[src/nnTypesPkg.sv]
package nnTypesPkg;

	localparam int ACT_W = 8;
	localparam int WEIGHT_W = 8;
	localparam int BIAS_W = 16;
	localparam int PROD_W = ACT_W + WEIGHT_W;
	localparam int ACC_W = 23;

	typedef logic signed [ACT_W-1:0] act_t; // inputs and outputs share this format
	typedef logic signed [WEIGHT_W-1:0] weight_t;
	typedef logic signed [BIAS_W-1:0] bias_t;
	typedef logic signed [PROD_W-1:0] prod_t; // one activation times one weight
	typedef logic signed [ACC_W-1:0] acc_t;

	// output keeps 6 fraction bits fewer than the accumulator
	localparam int FRAC_SHIFT = 6;
	localparam int ROUND_BIT = 5; // half step added before the shift
	localparam act_t ACT_MAX = 8'sd127;

endpackage

[src/nnRegPkg.sv]
package nnRegPkg;

	localparam int ADDR_W = 12;
	localparam int DATA_W = 32;

	localparam logic [ADDR_W-1:0] CTRL_ADDR = 12'h000;
	localparam logic [ADDR_W-1:0] STATUS_ADDR = 12'h004;
	localparam logic [ADDR_W-1:0] INPUT_BASE = 12'h010; // one word per input
	localparam logic [ADDR_W-1:0] WEIGHT_BASE = 12'h100; // neuron major, NUM_INPUTS words each
	localparam logic [ADDR_W-1:0] BIAS_BASE = 12'h200;
	localparam logic [ADDR_W-1:0] RESULT_BASE = 12'h280; // read only

	localparam int CTRL_START_BIT = 0;
	localparam int STATUS_DONE_BIT = 0;
	localparam int STATUS_BUSY_BIT = 1;

	typedef enum logic [1:0]
	{
		RESP_OKAY = 2'b00,
		RESP_SLVERR = 2'b10
	} resp_t;

	typedef enum logic [1:0]
	{
		IDLE,
		RUN,
		DONE
	} ctrlState_t;

endpackage

[src/neuronLayerIf.sv]
`timescale 1ns/1ps

interface neuronLayerIf #(
	parameter int NUM_INPUTS = 8,
	parameter int NUM_NEURONS = 4
);
	import nnTypesPkg::*;

	act_t acts [NUM_INPUTS];
	weight_t weights [NUM_NEURONS][NUM_INPUTS];
	bias_t biases [NUM_NEURONS];
	logic start; // one cycle per run
	act_t results [NUM_NEURONS];
	logic resultValid; // one cycle, results are valid with it

	modport regs (
		output acts, weights, biases, start,
		input results, resultValid
	);

	modport layer (
		input acts, weights, biases, start,
		output results, resultValid
	);

endinterface

[src/nnRegFile.sv]
`timescale 1ns/1ps

module nnRegFile #(
	parameter int NUM_INPUTS = 8,
	parameter int NUM_NEURONS = 4
) (
	input logic clk,
	input logic reset,
	input logic [nnRegPkg::ADDR_W-1:0] awaddr,
	input logic awvalid,
	output logic awready,
	input logic [nnRegPkg::DATA_W-1:0] wdata,
	input logic wvalid,
	output logic wready,
	output logic [1:0] bresp,
	output logic bvalid,
	input logic bready,
	input logic [nnRegPkg::ADDR_W-1:0] araddr,
	input logic arvalid,
	output logic arready,
	output logic [nnRegPkg::DATA_W-1:0] rdata,
	output logic [1:0] rresp,
	output logic rvalid,
	input logic rready,
	neuronLayerIf.regs regs
);
	import nnTypesPkg::*;
	import nnRegPkg::*;

	act_t inputRegs [NUM_INPUTS];
	weight_t weightRegs [NUM_NEURONS][NUM_INPUTS];
	bias_t biasRegs [NUM_NEURONS];
	act_t resultRegs [NUM_NEURONS];

	ctrlState_t state;
	logic startPulse;
	logic startReq;

	logic wrFire;
	logic rdFire;
	logic wrCtrl, wrInput, wrWeight, wrBias;
	int wrWord;
	int rdWord;
	resp_t wrResp;
	resp_t rdResp;
	logic [DATA_W-1:0] rdData;

	function automatic logic inRegion(logic [ADDR_W-1:0] addr, logic [ADDR_W-1:0] base,
		int words);
		return addr[1:0] == 2'b00 && addr >= base && addr < base + 4 * words;
	endfunction

	function automatic int wordIndex(logic [ADDR_W-1:0] addr, logic [ADDR_W-1:0] base);
		return (int'(addr) - int'(base)) / 4;
	endfunction

	// write decode, only CTRL, inputs, weights and biases are writable
	always_comb
	begin
		wrCtrl = awaddr == CTRL_ADDR;
		wrInput = inRegion(awaddr, INPUT_BASE, NUM_INPUTS);
		wrWeight = inRegion(awaddr, WEIGHT_BASE, NUM_NEURONS * NUM_INPUTS);
		wrBias = inRegion(awaddr, BIAS_BASE, NUM_NEURONS);
		wrResp = (wrCtrl || wrInput || wrWeight || wrBias) ? RESP_OKAY : RESP_SLVERR;
		wrWord = 0;
		if (wrInput)
			wrWord = wordIndex(awaddr, INPUT_BASE);
		else if (wrWeight)
			wrWord = wordIndex(awaddr, WEIGHT_BASE);
		else if (wrBias)
			wrWord = wordIndex(awaddr, BIAS_BASE);
	end

	assign wrFire = awvalid && awready && wvalid && wready;
	assign startReq = wrFire && wrCtrl && wdata[CTRL_START_BIT];

	always_ff @(posedge clk)
	begin
		if (reset)
		begin
			awready <= 1'b0;
			wready <= 1'b0;
			bvalid <= 1'b0;
			bresp <= RESP_OKAY;
		end
		else
		begin
			// both ready lines pulse for one cycle once address and data are present
			awready <= awvalid && wvalid && !bvalid && !awready;
			wready <= awvalid && wvalid && !bvalid && !awready;
			if (bvalid && bready)
				bvalid <= 1'b0;
			if (wrFire)
			begin
				bvalid <= 1'b1;
				bresp <= wrResp;
			end
		end
	end

	always_ff @(posedge clk)
	begin
		if (reset)
		begin
			inputRegs <= '{default: '0};
			weightRegs <= '{default: '0};
			biasRegs <= '{default: '0};
			resultRegs <= '{default: '0};
		end
		else
		begin
			if (wrFire && wrInput)
				inputRegs[wrWord] <= wdata[$bits(act_t)-1:0];
			if (wrFire && wrWeight)
				weightRegs[wrWord / NUM_INPUTS][wrWord % NUM_INPUTS] <= wdata[$bits(weight_t)-1:0];
			if (wrFire && wrBias)
				biasRegs[wrWord] <= wdata[$bits(bias_t)-1:0];
			if (regs.resultValid)
				resultRegs <= regs.results;
		end
	end

	always_ff @(posedge clk)
	begin
		if (reset)
		begin
			state <= IDLE;
			startPulse <= 1'b0;
		end
		else
		begin
			startPulse <= 1'b0;
			case (state)
				IDLE, DONE:
					if (startReq)
					begin
						state <= RUN;
						startPulse <= 1'b1;
					end
				RUN:
					if (regs.resultValid)
						state <= DONE; // start requests are dropped while running
				default:
					state <= IDLE;
			endcase
		end
	end

	// stored fields read back zero extended; CTRL reads as zero
	always_comb
	begin
		rdData = '0;
		rdResp = RESP_OKAY;
		rdWord = 0;
		if (araddr == CTRL_ADDR)
			rdData = '0;
		else if (araddr == STATUS_ADDR)
		begin
			rdData[STATUS_DONE_BIT] = state == DONE;
			rdData[STATUS_BUSY_BIT] = state == RUN;
		end
		else if (inRegion(araddr, INPUT_BASE, NUM_INPUTS))
		begin
			rdWord = wordIndex(araddr, INPUT_BASE);
			rdData[$bits(act_t)-1:0] = inputRegs[rdWord];
		end
		else if (inRegion(araddr, WEIGHT_BASE, NUM_NEURONS * NUM_INPUTS))
		begin
			rdWord = wordIndex(araddr, WEIGHT_BASE);
			rdData[$bits(weight_t)-1:0] = weightRegs[rdWord / NUM_INPUTS][rdWord % NUM_INPUTS];
		end
		else if (inRegion(araddr, BIAS_BASE, NUM_NEURONS))
		begin
			rdWord = wordIndex(araddr, BIAS_BASE);
			rdData[$bits(bias_t)-1:0] = biasRegs[rdWord];
		end
		else if (inRegion(araddr, RESULT_BASE, NUM_NEURONS))
		begin
			rdWord = wordIndex(araddr, RESULT_BASE);
			rdData[$bits(act_t)-1:0] = resultRegs[rdWord];
		end
		else
			rdResp = RESP_SLVERR;
	end

	assign arready = !rvalid; // a pending response blocks the next read
	assign rdFire = arvalid && arready;

	always_ff @(posedge clk)
	begin
		if (reset)
		begin
			rvalid <= 1'b0;
			rdata <= '0;
			rresp <= RESP_OKAY;
		end
		else if (rdFire)
		begin
			rvalid <= 1'b1;
			rdata <= rdData;
			rresp <= rdResp;
		end
		else if (rready)
			rvalid <= 1'b0;
	end

	assign regs.acts = inputRegs;
	assign regs.weights = weightRegs;
	assign regs.biases = biasRegs;
	assign regs.start = startPulse;

endmodule

[src/flat_wrapper.sv]
// flat-port wrapper written by rule: the top's interface ports become plain ports
module nnRegFile_flat import nnTypesPkg::*; import nnRegPkg::*;
#(
	parameter int NUM_INPUTS = 8,
	parameter int NUM_NEURONS = 4
)
  (clk, reset, awaddr, awvalid, awready, wdata, wvalid, wready, bresp, bvalid, bready, araddr, arvalid, arready, rdata, rresp, rvalid, rready, regs_acts, regs_weights, regs_biases, regs_start, regs_results, regs_resultValid);
  neuronLayerIf #(.NUM_INPUTS(NUM_INPUTS), .NUM_NEURONS(NUM_NEURONS)) regs_i ();
  input logic clk;
  input logic reset;
  input logic [nnRegPkg::ADDR_W-1:0] awaddr;
  input logic awvalid;
  output logic awready;
  input logic [nnRegPkg::DATA_W-1:0] wdata;
  input logic wvalid;
  output logic wready;
  output logic [1:0] bresp;
  output logic bvalid;
  input logic bready;
  input logic [nnRegPkg::ADDR_W-1:0] araddr;
  input logic arvalid;
  output logic arready;
  output logic [nnRegPkg::DATA_W-1:0] rdata;
  output logic [1:0] rresp;
  output logic rvalid;
  input logic rready;
  output wire logic [$bits(regs_i.acts)-1:0] regs_acts;
  output wire logic [$bits(regs_i.weights)-1:0] regs_weights;
  output wire logic [$bits(regs_i.biases)-1:0] regs_biases;
  output wire logic [$bits(regs_i.start)-1:0] regs_start;
  input wire logic [$bits(regs_i.results)-1:0] regs_results;
  input wire logic [$bits(regs_i.resultValid)-1:0] regs_resultValid;
  assign regs_acts = {>>{regs_i.acts}};
  assign regs_weights = {>>{regs_i.weights}};
  assign regs_biases = {>>{regs_i.biases}};
  assign regs_start = regs_i.start;
  assign regs_i.results = {>>{regs_results}};
  assign regs_i.resultValid = regs_resultValid;
  nnRegFile #(.NUM_INPUTS(NUM_INPUTS), .NUM_NEURONS(NUM_NEURONS)) u_core (.clk(clk), .reset(reset), .awaddr(awaddr), .awvalid(awvalid), .awready(awready), .wdata(wdata), .wvalid(wvalid), .wready(wready), .bresp(bresp), .bvalid(bvalid), .bready(bready), .araddr(araddr), .arvalid(arvalid), .arready(arready), .rdata(rdata), .rresp(rresp), .rvalid(rvalid), .rready(rready), .regs(regs_i));
endmodule
[config.mk]
export PLATFORM = sky130hd
export DESIGN_NAME = nnRegFile_flat
export DESIGN_NICKNAME = d
export VERILOG_FILES = /design/src/nnTypesPkg.sv /design/src/nnRegPkg.sv /design/src/neuronLayerIf.sv /design/src/nnRegFile.sv /design/src/flat_wrapper.sv
export SDC_FILE = /design/constraint.sdc
export NUM_CORES = 1
export LEC_CHECK = 0
export BUFFER_PORTS_ARGS = -buffer_cell sky130_fd_sc_hd__buf_2
export CORE_MARGIN = 5
export CORE_UTILIZATION = 55
export DETAILED_ROUTE_END_ITERATION = 8
export PLACE_DENSITY_LB_ADDON = 0.08
export RECOVER_POWER = 25
export SYNTH_ARGS = -nofsm -noshare
export SYNTH_HDL_FRONTEND = slang
export SYNTH_SLANG_ARGS = --single-unit
[constraint.sdc]
create_clock -name clk -period 14.1 [get_ports clk]
set_clock_uncertainty 0.1 [all_clocks]
set_input_delay 1.41 -clock clk [delete_from_list [all_inputs] [get_ports clk]]
set_output_delay 1.41 -clock clk [all_outputs]
set_load 0.02 [all_outputs]
==> out/summary.md <==
Core footprint: 43200 um^2. The antenna diode count came out at 0. For the worst supply voltage drop on vdd, the log shows 0.0947 mV. The synthesized-area fraction occupied by and/or/nand/nor cells works out to 19.5%. The pre-antenna-repair detailed-routing pass consisted of 6 iterations.

Setup violations remaining at the end of the flow were counted as 0. The count of antenna-violating nets left after detailed routing was 0; the total stage count of the critical path was 24. The tools report the setup TNS after final layout as 0 ns. Counting along the longest clock path gives a buffer depth of 3. Along the worst path, the maximum fanout reaches 32. After synthesis, the mean cell area works out to 10.4 um^2.

Leaving out fill and tap cells, the most frequent cell in the layout is sky130_fd_sc_hd__dfxtp_1. On the worst path, the slowest cell contributes a delay of 0.85 ns. The run gives 0 as the number of cells upsized or downsized after cts. STA classifies the critical path endpoint as a register. The H-tree depth was 2. The slowest stage of the critical path belongs to the cell sky130_fd_sc_hd__and4_1.

Of the total power, the clock network draws 45.6%. The tools report the startpoint kind of the worst setup timing path as an input pin. The tools report the count of unique library cells instantiated by Yosys as 94.

Across every metal layer, demand over resource in global routing totals 32.7%. After legalization and detailed placement, the total HPWL measured 58.7 mm. Together, buffers and inverters on the worst path number 3. Setup repair after global routing left no endpoint under its margin.

The critical path in this run is classified as in -> reg. The number of antenna violations at the first check in global routing was 2; the switching power as a share of total power was 25.1%. STA puts the critical path data required time at 14.51 ns. Broken down by cell family, the worst path's largest delay share belongs to simple AND/OR/NAND/NOR gates. The critical path goes through buf_2 -> inv_1 -> ha_1 -> nand2_1 -> nor2_1 -> ha_1 -> nand4_1 -> nor4_1 -> nand2_1 -> ha_1 -> and2_1 -> a31oi_1 -> o21a_1 -> a31oi_1 -> ha_1 -> o311ai_0 -> a21oi_1 -> o2111ai_1 -> mux2i_1 -> a41oi_1 -> a2111oi_4 -> buf_4 -> and4_1 -> mux2i_1. The flow ran to the end, but the final reports show violations.

The cell at the root of the clock tree is sky130_fd_sc_hd__clkbuf_16. The checks that failed: max-capacitance violations, max-slew violations. The tools report the endpoint arrival time on the critical path as 8.56 ns.

The number of hold buffers added after CTS was 0. Summed over all layers, the routed wires come to 81.6 mm. The share of synthesized flip-flops with an asynchronous set or reset works out to 0%.

Combinational logic is responsible for 8.5% of the overall power. The die covers 48000 um^2. At the end of the flow, the number of nets in the layout was 2846. For this run, the top clock speed supported by timing is 123 MHz.

Area share of fa/ha/maj cells after synthesis: 2.60%. The floorplan step set the die height to 219 um. Dividing the detail-routed wire length by the instance count gives 24.6 um.

The hold-critical path depth is 1. The via count of the first global-routing pass was 19400. The number of violations reported at the end of detailed-routing iteration 0 was 1797; the effective utilization at floorplan was 55.7%. The core utilization of the finished layout is 64.5%, and the wire length of the first global-routing pass is 121 mm.

The portion of synthesized area spent on multiplexers is 29.2%. The run gives 35 as the final number of max-transition violations. The congestion estimate from routability-driven global placement came to 0.911.

Global routing finished with a remaining overflow of 0. Among the stages of the critical path, the cell type that occurs most often is sky130_fd_sc_hd__ha_1. The power per cell area is 98.1 nW/um^2. From synthesis to final layout, the design area changed by 15.8%. The compound-cell area share of the yosys netlist was 6.54%. The worst-skew pair later-pin latency came out at 0.59 ns. Synthesis inferred 440 register bits.

The shortest clock period the worst path allows after layout was 8.15 ns. Synthesis produced a netlist whose cell count is 2308. The die is 219 um wide. Combinational family with the most area after synthesis: multiplexers.

The run gives -54.9% as the headroom to the max-slew limit. The layout cell share with drive strength beyond 1 works out to 21.8%. For the number of remaining DRC errors, the log shows 0.

The cell area that synthesis handed to floorplanning was 24000 um^2. Port buffering added 487 buffers. Summed over all nets, the switching power comes to 684 uW.

The run gives 440 as the number of clock sinks seen by CTS. The leakage power summed over all cells was 0.0119 uW; the pin slew with the least headroom to its limit was 2.32 ns. Of the total synthesized cell area, the portion taken by XOR and XNOR cells is 1.09%.

The number of clock buffers added by TritonCTS is 47. After synthesis, flip-flops and latches occupy 36.7% of the total area. Measured in cells, the most critical reg-to-reg path has a length of 7. For the row count, the log shows 76. Sequential cells account for 45.9% of the total power.

Entering global routing, the biggest net connects 254 pins. After clock tree synthesis, the clock-pin slew on the worst setup and hold paths is 0.07 ns. Dividing the detail-routed via count by the number of cells gives 6.00.

The path class of the tightest hold or removal check is reg -> reg. The internal power of the cells totals 2050 uW. Number of ports placed on the die boundary: 522. Once the clock tree was built, the setup fixing pass inserted 0 buffers. Number of enable flip-flop cells after synthesis: 0. The routed layout has 19900 vias. The number of max-cap violations is 1, and the final critical-path share of the clock period is 57.8%.

For the number of hold violations in the final report, the log shows 0. Among all flip-flop cells after synthesis, the most frequent one is sky130_fd_sc_hd__dfxtp_1. Yosys printed 0 warnings. Leaving out fill and tap cells, the most frequent cells in the layout are sky130_fd_sc_hd__dfxtp_1, sky130_fd_sc_hd__mux2i_1, sky130_fd_sc_hd__buf_2. TritonCTS built the clock tree.
worst reg2reg max path: cells and delay by family (launching register included):
family / cells / cell delay, ns
flops: 1 / 0.38
mux: 1 / 0.31
simple gates: 6 / 2.30
layout make-up:
class	count	area (um^2)
Inverter	31	116
Sequential cell	440	8810
Clock inverter	17	191
Multi-Input combinational cell	1669	14300
Tap cell	585	732
Fill cell	3685	15300
Timing Repair Buffer	511	2400
Clock buffer	63	1330
power groups by stage:
stage	clock network, uW	logic [uW]	registers (uW)
after CTS	1260	230	1250
final	1250	231	1250
after global routing	1320	248	1250
after floorplan	0	179	1280
after global placement	0	226	1280
after detailed placement	0	229	1280
cells in the mapped netlist (all sizes together) (9+ instances only):
| cell | instances | area (um^2) |
|---|---|---|
| a22oi | 17 | 128 |
| nor4 | 26 | 163 |
| nor2 | 261 | 982 |
| buf | 59 | 432 |
| a211oi | 10 | 105 |
| a31oi | 12 | 75.1 |
| mux4 | 120 | 2700 |
| a211o | 10 | 87.6 |
| or2b | 11 | 92.6 |
| nand3b | 9 | 67.6 |
| ha | 50 | 626 |
| nand2b | 258 | 1620 |
| nand4 | 39 | 649 |
| o21ai | 46 | 234 |
| mux2i | 421 | 4210 |
| inv | 31 | 116 |
| dfxtp | 440 | 8810 |
| nand2 | 90 | 338 |
| clkbuf | 118 | 453 |
| a21oi | 40 | 204 |
| or3 | 13 | 81.3 |
| nand3 | 34 | 230 |
| nor3 | 33 | 170 |
| xor2 | 11 | 96.3 |
| xnor2 | 19 | 166 |
through the flow:
step                      cells  hold WS (ns)  setup WS (ns)  area, um^2  power, uW
after global placement     3236         0.327           5.62       26600       1510
final                      3316         0.369           5.95       27800       2730
after detailed placement   3236         0.345           5.48       26600       1510
after CTS                  3316         0.365           6.11       28100       2740
after floorplan            2325         0.355           7.20       24100       1460
after global routing       3316         0.395           5.64       27800       2820
final timing paths:
kind                                     start                  endpoint  slack, ns
worst max-delay path                 awaddr[8]  u_core.regs.weights[136]       5.95
worst min-delay path             u_core.bvalid            u_core.awready       0.37
worst max register to register  u_core.awready      u_core.regs.acts[56]      10.82
worst min register to register   u_core.bvalid            u_core.awready       0.37
flip-flops by register name (all words and copies together), names as in the netlist, 2 cells and up:
| name | flops |
|---|---|
| u_core.rdata | 16 |
| u_core.state | 2 |
| u_core.resultRegs | 32 |
| u_core.regs.biases | 64 |
| u_core.regs.acts | 64 |
| u_core.regs.weights | 256 |
kinds of logic after synthesis:
group | Yosys count
compound gates | 213
xor+xnor | 30
fa+ha+maj | 50
buf+inv | 216
flops | 440
mux | 549
other cells | 1
simple gates | 809
routing by layer:
metal / wire length (um) / track usage, % / part of all wire, % / vias up
met1: 31700 / 40.0 / 39 / 9836
met2: 38900 / 54.6 / 48 / 778
met5: 21 / 0 / 0.026 / -
met3: 6780 / 8.75 / 8.3 / 199
li1: - / - / - / 9063
met4: 4130 / 13.6 / 5.1 / 4
No activity file was read; power rests on OpenSTA's default activity.
